==> src/bpu_pkg.sv <==
// Shared definitions for the branch prediction unit
//   word address width and table geometry
//   branch type codes
//   BTB tag fold function

package bpu_pkg;

    // ------------------------------------------------------------------
    // Widths and table sizes
    // ------------------------------------------------------------------

    // Word address, pc bits 31 down to 2
    localparam int PC_W = 30;

    // BTB geometry, 64 sets of two ways
    localparam int BTB_INDEX_W = 6;
    localparam int BTB_TAG_W   = 15;

    // Entry layout is {valid, tag, target, type}
    localparam int BTB_ENTRY_W = 1 + BTB_TAG_W + PC_W + 2;

    // PHT and RAS sizes
    localparam int PHT_INDEX_W = 8;
    localparam int RAS_DEPTH   = 8;
    localparam int RAS_PTR_W   = 3;

    // ------------------------------------------------------------------
    // Branch type codes
    // ------------------------------------------------------------------

    localparam logic [1:0] BR_COND   = 2'd0;
    localparam logic [1:0] BR_CALL   = 2'd1;
    localparam logic [1:0] BR_RETURN = 2'd2;
    localparam logic [1:0] BR_JUMP   = 2'd3;

    // Fold pc[31:17] onto pc[16:2], given the word address pc[31:2]
    function automatic logic [BTB_TAG_W-1:0] btb_tag(input logic [PC_W-1:0] pc);
        logic [BTB_TAG_W-1:0] hi_part;
        logic [BTB_TAG_W-1:0] lo_part;
        hi_part = pc[PC_W-1 -: BTB_TAG_W];
        lo_part = pc[BTB_TAG_W-1:0];
        return hi_part ^ lo_part;
    endfunction

endpackage
==> src/bpu_update_if.sv <==
// Commit-time update bundle shared by the BTB, PHT and RAS
//   source modport drives the update
//   tables modport receives it

interface bpu_update_if
    import bpu_pkg::*;
();

    // Single-cycle strobe, no back-pressure
    logic            update_valid;
    logic [PC_W-1:0] update_pc;
    logic            update_taken;
    logic [PC_W-1:0] update_target;
    logic [1:0]      update_type;

    // Commit side
    modport source (
        output update_valid,
        output update_pc,
        output update_taken,
        output update_target,
        output update_type
    );

    // BTB, PHT and RAS side
    modport tables (
        input update_valid,
        input update_pc,
        input update_taken,
        input update_target,
        input update_type
    );

endinterface

==> src/ras.sv <==
// Return address stack
//   circular buffer with a single pointer
//   push of pc+1 on committed calls, pop on committed returns
//   registered top of stack for the lookup stage

module ras
    import bpu_pkg::*;
(
    input  logic            clk,
    input  logic            reset,
    bpu_update_if.tables    upd,
    output logic [PC_W-1:0] top_o
);

    logic [PC_W-1:0]      stack [RAS_DEPTH];
    logic [RAS_PTR_W-1:0] ptr;
    logic [RAS_PTR_W-1:0] top_ptr;
    logic                 push;
    logic                 pop;
    logic [PC_W-1:0]      ret_addr;

    assign push     = upd.update_valid && (upd.update_type == BR_CALL);
    assign pop      = upd.update_valid && (upd.update_type == BR_RETURN);
    assign ret_addr = upd.update_pc + 1'b1;

    // Entry just below the pointer, wraps around the buffer
    assign top_ptr = ptr - 1'b1;

    // ------------------------------------------------------------------
    // Stack storage and pointer
    // ------------------------------------------------------------------

    // When full a push silently overwrites the oldest entry
    always_ff @(posedge clk) begin
        if (reset) begin
            for (int i = 0; i < RAS_DEPTH; i++) begin
                stack[i] <= '0;
            end
        end else if (push) begin
            stack[ptr] <= ret_addr;
        end
    end

    always_ff @(posedge clk) begin
        if (reset) begin
            ptr <= '0;
        end else if (push) begin
            ptr <= ptr + 1'b1;
        end else if (pop) begin
            ptr <= ptr - 1'b1;
        end
    end

    // Sampled with the lookup so a same-cycle update is not seen
    always_ff @(posedge clk) begin
        if (reset) begin
            top_o <= '0;
        end else begin
            top_o <= stack[top_ptr];
        end
    end

endmodule

==> src/flat_wrapper.sv <==
// flat-port wrapper written by rule: the top's interface ports become plain ports
module ras_flat import bpu_pkg::*;
  (clk, reset, top_o, upd_update_valid, upd_update_pc, upd_update_taken, upd_update_target, upd_update_type);
  bpu_update_if upd_i ();
  input  logic clk;
  input  logic reset;
  output logic [PC_W-1:0] top_o;
  input wire logic [$bits(upd_i.update_valid)-1:0] upd_update_valid;
  input wire logic [$bits(upd_i.update_pc)-1:0] upd_update_pc;
  input wire logic [$bits(upd_i.update_taken)-1:0] upd_update_taken;
  input wire logic [$bits(upd_i.update_target)-1:0] upd_update_target;
  input wire logic [$bits(upd_i.update_type)-1:0] upd_update_type;
  assign upd_i.update_valid = upd_update_valid;
  assign upd_i.update_pc = upd_update_pc;
  assign upd_i.update_taken = upd_update_taken;
  assign upd_i.update_target = upd_update_target;
  assign upd_i.update_type = upd_update_type;
  ras u_core (.clk(clk), .reset(reset), .upd(upd_i), .top_o(top_o));
endmodule
==> config.mk <==
export PLATFORM = sky130hd
export DESIGN_NAME = ras_flat
export DESIGN_NICKNAME = d
export VERILOG_FILES = /design/src/bpu_pkg.sv /design/src/bpu_update_if.sv /design/src/ras.sv /design/src/flat_wrapper.sv
export SDC_FILE = /design/constraint.sdc
export NUM_CORES = 1
export LEC_CHECK = 0
export ABC_CLOCK_PERIOD_IN_PS = 3690
export BUFFER_PORTS_ARGS = -buffer_cell sky130_fd_sc_hd__buf_4
export CAP_MARGIN = 20
export CORE_UTILIZATION = 42
export DETAILED_ROUTE_END_ITERATION = 12
export PLACE_DENSITY = 0.6
export RECOVER_POWER = 25
export SYNTH_ARGS = -nofsm -noshare
export SYNTH_HDL_FRONTEND = slang
export SYNTH_SLANG_ARGS = --single-unit
==> constraint.sdc <==
create_clock -name clk -period 3.69 [get_ports clk]
set_input_delay 0.369 -clock clk [delete_from_list [all_inputs] [get_ports clk]]
set_output_delay 0.369 -clock clk [all_outputs]
set_load 0.03 [all_outputs]
==> run summary <==
The first global-routing pass estimated 43080 um of wire. In this run the mean area of a mapped cell was 13.85 sq um. The number of antenna diodes in the final layout is 0. The placement row count was 60. The async set-or-reset flop fraction in the synthesized netlist works out to 0%.

After synthesis, the cell types taking the most area are sky130_fd_sc_hd__edfxtp_1 (62%), sky130_fd_sc_hd__mux4_2 (12%), sky130_fd_sc_hd__nor2_1 (8.3%). Sorting the synthesized cells by how often they occur yields sky130_fd_sc_hd__nor2_1 (256), sky130_fd_sc_hd__edfxtp_1 (240), sky130_fd_sc_hd__nand2_1 (77), sky130_fd_sc_hd__mux4_2 (60), sky130_fd_sc_hd__dfxtp_1 (33). Summed over all instances, the cell type with the most area after synthesis is sky130_fd_sc_hd__edfxtp_1.

The flow ran to the end, but the final reports show violations. The mapped netlist covers 0.01164 sq mm. The count of buffers added by post-CTS timing repair for setup came out at 0. TritonCTS built the clock tree.

Setup repair after global routing left no endpoint under its margin. The post-route setup TNS came out at 0 ps. In the global route stage, met2 resource usage came out at 36.10%. The detailed-placement wirelength estimate was 16110 um. The initial antenna violation count is 0, and the number of inserted filler cells in the final layout is 2392. No sink is reached through more buffers than the 3 on the longest clock path. The count of nets left with antenna violations once routing finished came out at 0. In this run the critical register-to-register path is captured at u_core.stack[5][10]$_SDFFCE_PN0P_. The path with the worst hold slack has its endpoint at u_core.stack[6][0]$_SDFFCE_PN0P_. Dividing the detail-routed wire length by the instance count gives 21.53 um.

The count of distinct cell types in the synthesized netlist was 39. Count of max-cap constraint violations: 4. For this run, the slowest stage of the critical path takes 1490 ps. The tools report the category of the worst setup path launch point as a flip-flop. Using the TritonRoute via totals, the vias-per-cell ratio works out to 5.372. The tightest hold path in the finished design has a slack of 183.7 ps. The leakage power summed over all cells came out at 4.682 nW. In this run the worst hold path is classified as in2reg. The post-route clock period utilization works out to 75.30%.

The congestion estimate from routability-driven global placement came to 0.7582. The number of hold buffers added after CTS was 0; the maximum fanout along the worst path was 30. The net count after synthesis came out at 910. Overall power consumption after layout is estimated at 7.308 mW.

The tools report the final non-filler cell total as 1306. sky130_fd_sc_hd__nor2_1 is the most common cell in the netlist. Sequential cells account for 48.7% of the total power.

Setup violations remaining at the end of the flow were counted as 0. The number of buffers and inverters on the critical path is 1, and the number of warnings issued by yosys is 0. The all-layer global routing usage is 20.41%, and the met1 usage is 26.76%. Based on the critical path, the design can be clocked at up to 359.9 MHz.

Minimum setup slack among reg-to-reg paths: 910 ps. Headroom to the max-slew limit came out at -36.85%. The count of final hold-check violations is 0.

Traced cell by cell, the critical path runs through nor3b_1, nand2_1, clkbuf_1, nor2_1. The pin count of the biggest net entering global routing is 44. Required time at the endpoint of the critical path: 3900 ps. The area growth from synthesis to layout is 14.73%. After synthesis the netlist holds a flip-flop and latch count of 273. Of the total synthesized cell area, the portion taken by AND, OR, NAND and NOR gates is 13.63%. The logs give 49.30% for the share of the core filled with cells in the final layout and 980 for the number of nets in the final layout.

The cell chosen for the clock root is sky130_fd_sc_hd__clkbuf_16. For the insertion delay to the later sink of the worst-skew pair, the log shows 550 ps. Counting cells, the worst reg-to-reg path comes to 4.

Number of instances in the placed design: 1252. Along the worst hold path, the cell count comes to 2. Met3 usage: 2.432%. The share of synthesized cell area in full adder, half adder and majority cells came out at 0.3223%. After technology mapping, the gate count stands at 841. For this run, the register share of the synthesized area comes to 67.56%.

The synthesized design contains 240 enable-type register cells. The power density over cell area is 547.0 mW/mm^2, and the die width is 168.5 um. The chip height is 168.5 um, and the number of global-route vias before repair is 7096.

Counting the buffers created by CTS gives 29. For this design, the slowest cell found on the critical path is sky130_fd_sc_hd__clkbuf_1. The relative contribution of the clock network to total power was 38.1%; the final critical path time including I/O delays and setup was 2778 ps. During placement, the flow inserted port buffers numbering 64. Counting every sink on the clock net gives 273. The start point of the worst min-delay path is upd_update_pc[0].

For the total congestion overflow after global routing, the log shows 0. The max-slew violation count was 124. The checks that failed: max-capacitance violations, max-slew violations. Once layout is done, the placed cells without fillers occupy 0.01336 sq mm. In this run the cell area measured after placement is 0.01259 sq mm.

The depth of the critical timing path with buffers and inverters included works out to 4. The global routing stage identified its most utilized layer as met2. Critical path's top delay family: buffers and inverters. Internal power: 5.461 mW. The number of gates resized after CTS was 0. Most used flip-flop cell after synthesis: sky130_fd_sc_hd__edfxtp_1.

Net switching is 25.28% of the power. Measured against the total synthesized area, the mux share comes to 11.60%. After clock tree synthesis, the clock-pin slew on the worst setup and hold paths is 60 ps.

The core region area is 0.02710 sq mm. The kind of critical path was reg2reg. STA puts the critical path data arrival time at 2990 ps. The power dissipated by switching net loads was 1.847 mW.

The routed layout has 7016 vias. Across all setup checks in the final design, the least slack found is 911.6 ps. By area, the combinational part of the netlist is dominated by simple AND/OR/NAND/NOR gates. The startpoint identified for the worst register-to-register timing path is u_core.ptr[2]$_SDFFE_PP0P_. The synthesized design devotes to its leading area cell type 61.89% of total area.

Combinational logic burns 13.2% of the power. For this run, design rule violations remaining after detail routing come to 0. The logs give 256.9 uV for the worst vdd rail ir drop and 1058 ps for the worst-case setup slack after placement. The initial utilization of the core area, before any placement, comes to 42.97%. Pin placement for this block handled 96 I/O pins. Post-synthesis share of cell area spent on xor and xnor gates: 2.632%.

In this run, the number of DRC markers left after iteration 0 of detailed routing was 601. The type of destination of the critical path is a flip-flop. For this run, the detailed router's first-pass iteration total came to 5.

For the number of levels in the clock H-tree, the log shows 1. The floorplan step defined a die boundary enclosing 0.02840 sq mm. Summing the areas of all compound-gate instances in the mapped netlist gives 1.622% of the synthesized area. The final wirelength was 28120 um. The fraction of layout cells with a size suffix above 1 was 19.06%; the worst-case clock skew was 17.95 ps. The transition at the pin with the smallest max-transition slack was 2053 ps.
layout by cell type, fill, tap and decap left out, types with 2 or more instances in the layout:
cell and n:
sky130_fd_sc_hd__nor2_1 256, sky130_fd_sc_hd__edfxtp_1 240, sky130_fd_sc_hd__nand2_1 77, sky130_fd_sc_hd__mux4_2 60, sky130_fd_sc_hd__buf_4 45, sky130_fd_sc_hd__clkbuf_1 43
sky130_fd_sc_hd__dfxtp_1 33, sky130_fd_sc_hd__a21oi_1 31, sky130_fd_sc_hd__clkbuf_16 29, sky130_fd_sc_hd__xor2_1 21, sky130_fd_sc_hd__nand3_1 17, sky130_fd_sc_hd__nand4_1 8
sky130_fd_sc_hd__clkbuf_8 8, sky130_fd_sc_hd__nand2b_2 7, sky130_fd_sc_hd__xnor2_1 7, sky130_fd_sc_hd__clkinv_2 7, sky130_fd_sc_hd__inv_1 5, sky130_fd_sc_hd__buf_12 4
sky130_fd_sc_hd__clkbuf_2 4, sky130_fd_sc_hd__nor3_1 2, sky130_fd_sc_hd__xnor2_2 2, sky130_fd_sc_hd__and2_1 2, sky130_fd_sc_hd__o21ai_0 2, sky130_fd_sc_hd__ha_1 2
how the worst max path moves through the flow:
stage                                    start                                 to  slack, ps
CTS                 u_core.ptr[1]$_SDFFE_PP0P_        u_core.top_o[11]$_SDFF_PP0_       1200
global placement              upd_update_pc[0]  u_core.stack[7][23]$_SDFFCE_PN0P_       1050
finish              u_core.ptr[2]$_SDFFE_PP0P_  u_core.stack[5][10]$_SDFFCE_PN0P_        910
floorplan                   upd_update_type[1]   u_core.stack[7][0]$_SDFFCE_PN0P_       1360
detailed placement            upd_update_pc[0]  u_core.stack[2][23]$_SDFFCE_PN0P_       1060
global route        u_core.ptr[0]$_SDFFE_PP0P_  u_core.stack[3][18]$_SDFFCE_PN0P_        600
layout make-up:
cell class | instances | area [sq um] | share of cell area [%]
Timing Repair Buffer | 89 | 573.1 | 4.289
Tap cell | 372 | 465.4 | 3.484
Clock inverter | 10 | 55.05 | 0.4121
Inverter | 5 | 18.77 | 0.1405
Multi-Input combinational cell | 513 | 3518 | 26.33
Sequential cell | 273 | 7868 | 58.89
Clock buffer | 44 | 862.1 | 6.453
registers in the layout, summed over array words and instances, names as in the netlist:
signal	count
u_core.stack	240
u_core.ptr	3
u_core.top_o	30
power groups by stage:
stage,Clock (mW),Combinational [mW],Sequential (mW)
after floorplan,0,0.536,3.73
after global placement,0,1.02,3.62
after detailed placement,0,1.02,3.63
after CTS,2.82,1.03,3.56
after global routing,2.93,1.04,3.57
final,2.79,0.962,3.56
cell families after synthesis:
logic type               after synthesis
AND/OR/NAND/NOR                      382
flip-flops                           273
multiplexers                          60
buffers and inverters                 55
AO/OA/AOI/OAI                         36
XOR/XNOR                              32
adder cells (fa/ha/maj)                3
routing by layer:
layer,wire (um),vias up
met4,618,0
met1,11370,3567
met3,1742,45
met5,0,-
met2,14390,247
li1,-,3157
Note: power is estimated with default switching activity, not from simulation.
