--- src/bpu_pkg.sv ---
// Shared definitions for the branch prediction unit
//   word address width and table geometry
//   branch type codes
//   BTB tag fold function

package bpu_pkg;

    // ------------------------------------------------------------------
    // Widths and table sizes
    // ------------------------------------------------------------------

    // Word address, pc bits 31 down to 2
    localparam int PC_W = 30;

    // BTB geometry, 64 sets of two ways
    localparam int BTB_INDEX_W = 6;
    localparam int BTB_TAG_W   = 15;

    // Entry layout is {valid, tag, target, type}
    localparam int BTB_ENTRY_W = 1 + BTB_TAG_W + PC_W + 2;

    // PHT and RAS sizes
    localparam int PHT_INDEX_W = 8;
    localparam int RAS_DEPTH   = 8;
    localparam int RAS_PTR_W   = 3;

    // ------------------------------------------------------------------
    // Branch type codes
    // ------------------------------------------------------------------

    localparam logic [1:0] BR_COND   = 2'd0;
    localparam logic [1:0] BR_CALL   = 2'd1;
    localparam logic [1:0] BR_RETURN = 2'd2;
    localparam logic [1:0] BR_JUMP   = 2'd3;

    // Fold pc[31:17] onto pc[16:2], given the word address pc[31:2]
    function automatic logic [BTB_TAG_W-1:0] btb_tag(input logic [PC_W-1:0] pc);
        logic [BTB_TAG_W-1:0] hi_part;
        logic [BTB_TAG_W-1:0] lo_part;
        hi_part = pc[PC_W-1 -: BTB_TAG_W];
        lo_part = pc[BTB_TAG_W-1:0];
        return hi_part ^ lo_part;
    endfunction

endpackage
--- src/bpu_update_if.sv ---
// Commit-time update bundle shared by the BTB, PHT and RAS
//   source modport drives the update
//   tables modport receives it

interface bpu_update_if
    import bpu_pkg::*;
();

    // Single-cycle strobe, no back-pressure
    logic            update_valid;
    logic [PC_W-1:0] update_pc;
    logic            update_taken;
    logic [PC_W-1:0] update_target;
    logic [1:0]      update_type;

    // Commit side
    modport source (
        output update_valid,
        output update_pc,
        output update_taken,
        output update_target,
        output update_type
    );

    // BTB, PHT and RAS side
    modport tables (
        input update_valid,
        input update_pc,
        input update_taken,
        input update_target,
        input update_type
    );

endinterface

--- src/pht.sv ---
// Pattern history table
//   2-bit saturating counters indexed by word address bits 7:0
//   registered read, taken is the counter's high bit
//   counter moves toward the outcome of committed conditional branches

module pht
    import bpu_pkg::*;
(
    input  logic            clk,
    input  logic            reset,
    input  logic [PC_W-1:0] lookup_pc_i,
    bpu_update_if.tables    upd,
    output logic            taken_o
);

    localparam int ENTRIES = 2 ** PHT_INDEX_W;

    logic [1:0]             cnt [ENTRIES];
    logic [PHT_INDEX_W-1:0] rd_index;
    logic [PHT_INDEX_W-1:0] wr_index;
    logic                   wr_en;
    logic [1:0]             cnt_old;
    logic [1:0]             cnt_new;

    assign rd_index = lookup_pc_i[PHT_INDEX_W-1:0];
    assign wr_index = upd.update_pc[PHT_INDEX_W-1:0];
    assign wr_en    = upd.update_valid && (upd.update_type == BR_COND);
    assign cnt_old  = cnt[wr_index];

    // Saturate at 0 and 3
    always_comb begin
        cnt_new = cnt_old;
        if (upd.update_taken) begin
            if (cnt_old != 2'd3) begin
                cnt_new = cnt_old + 2'd1;
            end
        end else if (cnt_old != 2'd0) begin
            cnt_new = cnt_old - 2'd1;
        end
    end

    // Counters start weakly not taken
    always_ff @(posedge clk) begin
        if (reset) begin
            for (int i = 0; i < ENTRIES; i++) begin
                cnt[i] <= 2'd1;
            end
        end else if (wr_en) begin
            cnt[wr_index] <= cnt_new;
        end
    end

    // Read sees the counter from before a same-edge update
    always_ff @(posedge clk) begin
        if (reset) begin
            taken_o <= 1'b0;
        end else begin
            taken_o <= cnt[rd_index][1];
        end
    end

endmodule

--- src/flat_wrapper.sv ---
// flat-port wrapper written by rule: the top's interface ports become plain ports
module pht_flat import bpu_pkg::*;
  (clk, reset, lookup_pc_i, taken_o, upd_update_valid, upd_update_pc, upd_update_taken, upd_update_target, upd_update_type);
  bpu_update_if upd_i ();
  input  logic clk;
  input  logic reset;
  input  logic [PC_W-1:0] lookup_pc_i;
  output logic taken_o;
  input wire logic [$bits(upd_i.update_valid)-1:0] upd_update_valid;
  input wire logic [$bits(upd_i.update_pc)-1:0] upd_update_pc;
  input wire logic [$bits(upd_i.update_taken)-1:0] upd_update_taken;
  input wire logic [$bits(upd_i.update_target)-1:0] upd_update_target;
  input wire logic [$bits(upd_i.update_type)-1:0] upd_update_type;
  assign upd_i.update_valid = upd_update_valid;
  assign upd_i.update_pc = upd_update_pc;
  assign upd_i.update_taken = upd_update_taken;
  assign upd_i.update_target = upd_update_target;
  assign upd_i.update_type = upd_update_type;
  pht u_core (.clk(clk), .reset(reset), .lookup_pc_i(lookup_pc_i), .upd(upd_i), .taken_o(taken_o));
endmodule
--- config.mk ---
export PLATFORM = sky130hd
export DESIGN_NAME = pht_flat
export DESIGN_NICKNAME = d
export VERILOG_FILES = /design/src/bpu_pkg.sv /design/src/bpu_update_if.sv /design/src/pht.sv /design/src/flat_wrapper.sv
export SDC_FILE = /design/constraint.sdc
export NUM_CORES = 1
export LEC_CHECK = 0
export BUFFER_PORTS_ARGS = -buffer_cell sky130_fd_sc_hd__clkbuf_2
export CORE_UTILIZATION = 51
export DETAILED_ROUTE_END_ITERATION = 8
export MAX_ROUTING_LAYER = met4
export PLACE_DENSITY = 0.76
export REMOVE_ABC_BUFFERS = 1
export SLEW_MARGIN = 0
export SYNTH_ARGS = -nofsm -noshare
export SYNTH_HDL_FRONTEND = slang
export SYNTH_SLANG_ARGS = --single-unit
--- constraint.sdc ---
create_clock -name clk -period 5.62 [get_ports clk]
set_input_delay 0.281 -clock clk [delete_from_list [all_inputs] [get_ports clk]]
set_output_delay 0.281 -clock clk [all_outputs]
set_load 0.03 [all_outputs]
==> run summary, run 1 <==
outcome: completed
GR Overflow Total: 0
number of synthesized flops with an enable pin: 512
Port Buffers: 22
crit-path max FO: 53
final hold vios: 0
Seq/Total Area, Yosys: 55.0%
prevailing post-synth register cell: edfxtp_1
RSZ-0062 raised after global routing: no
Synth cell types: 62
total routed wirelength: 90000 um
final hold slack: 0.0798 ns
Longest Clk Path Bufs: 3
layout overhead on the synthesized area: 7.42%
DIE AREA: 55800 um2
Setup WS post-layout: 1.49 ns
drt wl/cell: 32.5 um
top-level I/O count: 97
Worst Hold Class: in2reg
# rows: 85
Worst-Skew Late Latency: 0.63 ns
final antenna-violating net count: 0
final core occ: 55.7%
Hold Path Depth: 2
fillcell total: 4247
crit path DAT: 4.48 ns
chip height: 236 um
VDD IR max: 0.000237 V
CTS tree: built
Crit. End Element: flop
CTS root buffer: clkbuf_16
Reg clk slew, reported paths: 0.06 ns
postcts setup bufs: 0
Cells after Synth: 2160
largest net degree at the start of global routing: 125
CTS sink cnt: 513
CORE AREA: 54000 um2
CTS resizes: 0
crit path launch type: primary input
Post-Syn Area per Cell: 13.0 um2
GRT Util Overall: 33.2%
max frequency: 0.242 GHz
global-route wire length before repair: 132000 um
GP Congestion: 1.01
initial antenna violation count: 4
Post-synth ARST share: 0%
fraction of layout cells with a size suffix above 1: 20.2%
mapped cell area: 28000 um2
Synth top area share: 54.9%
clock skew: 0.0282 ns
LEAKAGE: 0.00959 uW
DRC: 0
synth top area cells: edfxtp_1, mux4_2, a21o_1
Setup CP Type: in2reg
Final HPWL DP: 55800 um
vias in the first global route: 20179
WP data required: 5.96 ns
Slew Limit Headroom: 8.80%
Slew @ Worst Pin: 1.37 ns
DRT iter0 DRCs: 4043
FF+latch count, synth: 513
min Tclk post-route: 4.13 ns
number of CTS-inserted buffers: 52
cts hold-fix bufs: 0
pwr dens: 288 nW/um2
yosys warns: 0
H-tree depth: 2
Final #Nets: 2124
Place WS: 0.982 ns
Starting Density: 51.8%
FF-to-FF path depth: 8
largest area contributor in the netlist: edfxtp_1
Final setup viols: 0
DR pass1 iterations: 8
DIE WIDTH: 236 um
max_cap viols: 0
Final Max Slew Viols: 0
period utilization: 73.5%
Storage cell area: 15400 um2
Via Count: 20797
multi-input gate area in the final layout: 11300 um2
via/cell ratio: 7.51
-- state kept, by name (all words and copies together) (netlist names) --
signal          count
u_core.cnt        512
u_core.taken_o      1
-- critical path, stage by stage --
cell and delay [ns]:
buf_4 0.56, inv_1 0.67, nor4b_1 0.81, a2111oi_0 0.16
a31oi_1 0.34, nand3_1 0.17, nand2_1 0.14, maj3_4 0.64
buf_4 0.49, nor3_1 0.11
-- Yosys cell counts, types with 24 or more instances --
master and number:
a21o_1 196, a22oi_1 24, buf_2 45, clkbuf_1 201
edfxtp_1 512, mux2i_1 83, mux4_2 173, nand2_1 56
nand3_1 264, nor2_1 49, nor3_1 261, o21bai_1 48
-- cell families (layout without fill, tap and decap cells) --
kind of cell,after synthesis,in the layout,synth area share [%]
and+or+nand+nor,724,724,13.0
DFF,513,513,55.0
AOI/OAI and AO/OA,341,341,9.18
buffers and inverters,307,216,5.17
muxes,271,271,17.5
adders and majority gates,4,4,0.161
other,0,4,0
-- report_power, final --
part | switching, uW | leakage (uW) | internal, uW
clock network | 1500 | 0.000764 | 1790
logic | 714 | 0.00433 | 342
registers | 45.2 | 0.00450 | 4280
-- final timing paths --
kind | start | to | slack, ns
hold / removal | lookup_pc_i[5] | u_core.taken_o | 0.08
setup reg to reg | u_core.cnt[52][0] | u_core.cnt[105][1] | 1.63
hold reg to reg | u_core.cnt[8][0] | u_core.cnt[232][0] | 1.66
setup / recovery | upd_update_pc[0] | u_core.cnt[105][1] | 1.49
-- stage by stage --
stage | instance area [um2] | std cells | power (uW) | TNS [ns]
2_1_floorplan | 26600 | 1859 | 4930 | -121.11
3_3_place_gp | 28500 | 2670 | 5380 | 0
3_5_place_dp | 28500 | 2670 | 5410 | 0
4_1_cts | 30100 | 2765 | 8610 | 0
5_1_grt | 30100 | 2769 | 8830 | 0
6_report | 30100 | 2769 | 8670 | 0
-- cell type report --
| cell class | instances | share of cell area, % |
|---|---|---|
| diodes | 4 | 0.0333 |
| clock buffers | 64 | 4.62 |
| clock inverters | 31 | 0.582 |
| inverters | 6 | 0.0749 |
| multi-input cells | 1340 | 37.5 |
| flip-flops and latches | 513 | 51.2 |
| well taps | 696 | 2.90 |
| repair buffers | 115 | 3.07 |
-- layer usage --
layer  routed length (um)  up-vias  global-route usage, %
li1                     -     8231                      -
met1                29700    10182                   42.0
met2                40100     2000                   48.2
met3                14900      384                   10.5
met4                 5260        0                   16.6
met5                    0        -                      -
-- cells in the final DEF (no fill, tap or decap), drive strengths merged, types with 4 or more instances in the layout --
master,instances
nor4,9
clkbuf,81
mux4,173
nand2,56
a22oi,24
nor3,262
clkinv,29
nor2b,20
mux2,15
inv,5
a22o,7
o22ai,8
nand3,264
mux2i,83
o21bai,48
a2111oi,6
nand4,7
maj3,4
diode,4
or2,13
a211oi,11
edfxtp,512
a21oi,9
buf,98
and3,6
nor2,49
nand2b,18
a21o,196
a31oi,9
No activity file was read; power rests on OpenSTA's default activity.
==> run 2, diff against run 1 <==
--- a/config.mk
+++ b/config.mk
@@ -9,7 +9,7 @@
 export CORE_UTILIZATION = 51
 export DETAILED_ROUTE_END_ITERATION = 8
 export MAX_ROUTING_LAYER = met4
-export PLACE_DENSITY = 0.76
+export PLACE_DENSITY = 0.78
 export REMOVE_ABC_BUFFERS = 1
 export SLEW_MARGIN = 0
 export SYNTH_ARGS = -nofsm -noshare
==> constraint.sdc (replaced) <==
create_clock -name clk -period 3.8 [get_ports clk]
set_input_delay 0.19 -clock clk [delete_from_list [all_inputs] [get_ports clk]]
set_output_delay 0.19 -clock clk [all_outputs]
set_load 0.03 [all_outputs]
==> run summary, run 2 (synthesis results as in run 1) <==
Final Non-Filler Cells: 2843 (+2.7%)
Port Buffers: 22 (unchanged)
postcts setup bufs: 0 (unchanged)
power after layout: 13700 uW (+58%)
GP Congestion: 1.03 (+2.0%)
max frequency: 0.300 GHz
GRT Util Overall: 33.1% (-0.13 points)
Placed Cells: 2740 (+2.6%)
DR pass1 iterations: 6 (-2)
Final setup viols: 0 (unchanged)
final hold vios: 0 (unchanged)
crit path DAT: 3.71 ns (-0.77 ns)
WP data required: 4.18 ns (-1.78 ns)
top flop regs: u_core.cnt x512, u_core.taken_o x1
vias in the first global route: 20433 (+1.3%)
Slew Limit Headroom: 22.2% (+13 points)
most frequent cells in the layout: edfxtp_1, nand3_1, nor3_1
Longest Clk Path Bufs: 3 (unchanged)
min Tclk post-route: 3.34 ns
Worst Hold Class: in2reg
Crit path largest cell delay: 0.52 ns (-0.29 ns)
fraction of layout cells with a size suffix above 1: 23.3% (+3.1 points)
RSZ-0062 raised after global routing: no
fillcell total: 4182 (-1.5%)
setup TNS: 0 ns (unchanged)
register bank with the most flops: u_core.cnt
VDD IR max: 0.000349 V (+47%)
layout overhead on the synthesized area: 11.3%
Final Max Slew Viols: 0 (unchanged)
via/cell ratio: 7.41 (-1.3%)
final antenna-violating net count: 0 (unchanged)
pwr dens: 439 nW/um2 (+52%)
Crit. End Element: flop
Final #Nets: 2197 (+3.4%)
crit-path max FO: 14 (-74%)
CTS sink cnt: 513 (unchanged)
final hold slack: 0.0705 ns (-0.00927 ns)
clock skew: 0.0283 ns (+0.000176 ns)
chip height: 236 um (unchanged)
CTS tree: built
Starting Density: 51.8% (unchanged)
drt wl/cell: 31.5 um (-3.0%)
H-tree depth: 2 (unchanged)
initial antenna violation count: 3 (-1)
DRC: 0 (unchanged)
Setup CP Type: reg2reg
max_cap viols: 0 (unchanged)
crit path cell chain: mux4_2 > mux4_2 > a22o_1 > a31oi_1 > and4_1 > o21bai_1 > maj3_2 > buf_12 > nor2b_1
total routed wirelength: 89600 um (-0.46%)
CORE AREA: 54000 um2 (unchanged)
CTS root buffer: clkbuf_16
# rows: 85 (unchanged)
final core occ: 57.7% (+2.0 points)
FF-to-FF setup slack: 0.46 ns (-1.17 ns)
largest net degree at the start of global routing: 79 (-37%)
max FFs per register: 512 (unchanged)
DIE WIDTH: 236 um (unchanged)
Top cell by count, worst path: mux4_2
DIE AREA: 55800 um2 (unchanged)
LEAKAGE: 0.0101 uW (+5.8%)
GR Overflow Total: 0 (unchanged)
period utilization: 87.8%
Reg clk slew, reported paths: 0.06 ns (about the same)
crit path launch type: flop
outcome: completed
DRT iter0 DRCs: 3647 (-9.8%)
Worst-Skew Late Latency: 0.62 ns (about the same)
number of CTS-inserted buffers: 53 (+1.9%)
Final HPWL DP: 58000 um (+4.0%)
commonest non-fill, non-tap cell in the layout: edfxtp_1
Via Count: 21070 (+1.3%)
top-level I/O count: 97 (unchanged)
Slew @ Worst Pin: 1.17 ns (-0.203 ns)
Crit-path slowest cell: mux4_2
global-route wire length before repair: 131000 um (-0.45%)
==> run 2: timing repair <==
item | in CTS | in global routing
gates resized for setup | 0 | 0
hold buffers | 2 | 0
endpoints found under the hold margin | 1 | 0
==> run 2: layout make-up <==
cell class	count	area, um2	area share [%]
Antenna cell	3	7.51	0.0241
Clock buffer	71	1470	4.71
Clock inverter	27	373	1.20
Inverter	6	22.5	0.0723
Multi-Input combinational cell	1340	11300	36.3
Sequential cell	513	15400	49.4
Tap cell	696	871	2.80
Timing Repair Buffer	187	1720	5.52
==> run 2: worst paths after layout <==
check                          start                  to  cells after the start
setup / recovery  u_core.cnt[223][1]  u_core.cnt[223][1]                      9
hold reg to reg     u_core.cnt[8][0]   u_core.cnt[51][1]                      8
setup reg to reg  u_core.cnt[223][1]  u_core.cnt[223][1]                      9
hold / removal                 reset   u_core.cnt[53][0]                      2
==> run 2: critical path, delay by kind of cell (launching register included) <==
family          cells  cell delay (ns)
buf+inv             1             0.19
compound gates      3             0.65
simple gates        2             0.38
flops               1             0.42
mux                 2             1.02
fa+ha+maj           1             0.41
==> run 2: per-layer routing <==
metal | vias to the layer above | wire [um] | GRT usage (%)
met2 | 1916 | 40400 | 48.6
met5 | - | 0 | -
li1 | 8368 | - | -
met3 | 370 | 13400 | 8.68
met4 | 0 | 5450 | 17.7
met1 | 10416 | 30200 | 42.0
==> run 2: report_power, final <==
| group | internal [uW] | switching (uW) |
|---|---|---|
| sequential | 6320 | 66.9 |
| clock | 3320 | 2250 |
| combinational | 622 | 1080 |
| total | 10300 | 3400 |
==> run 2: per-stage QoR <==
step	worst slack [ns]	area [um2]
after floorplan	-2.71	26600
after global placement	0.261	29300
after detailed placement	0.243	29300
after CTS	0.552	31100
after global routing	0.426	31200
final	0.462	31200
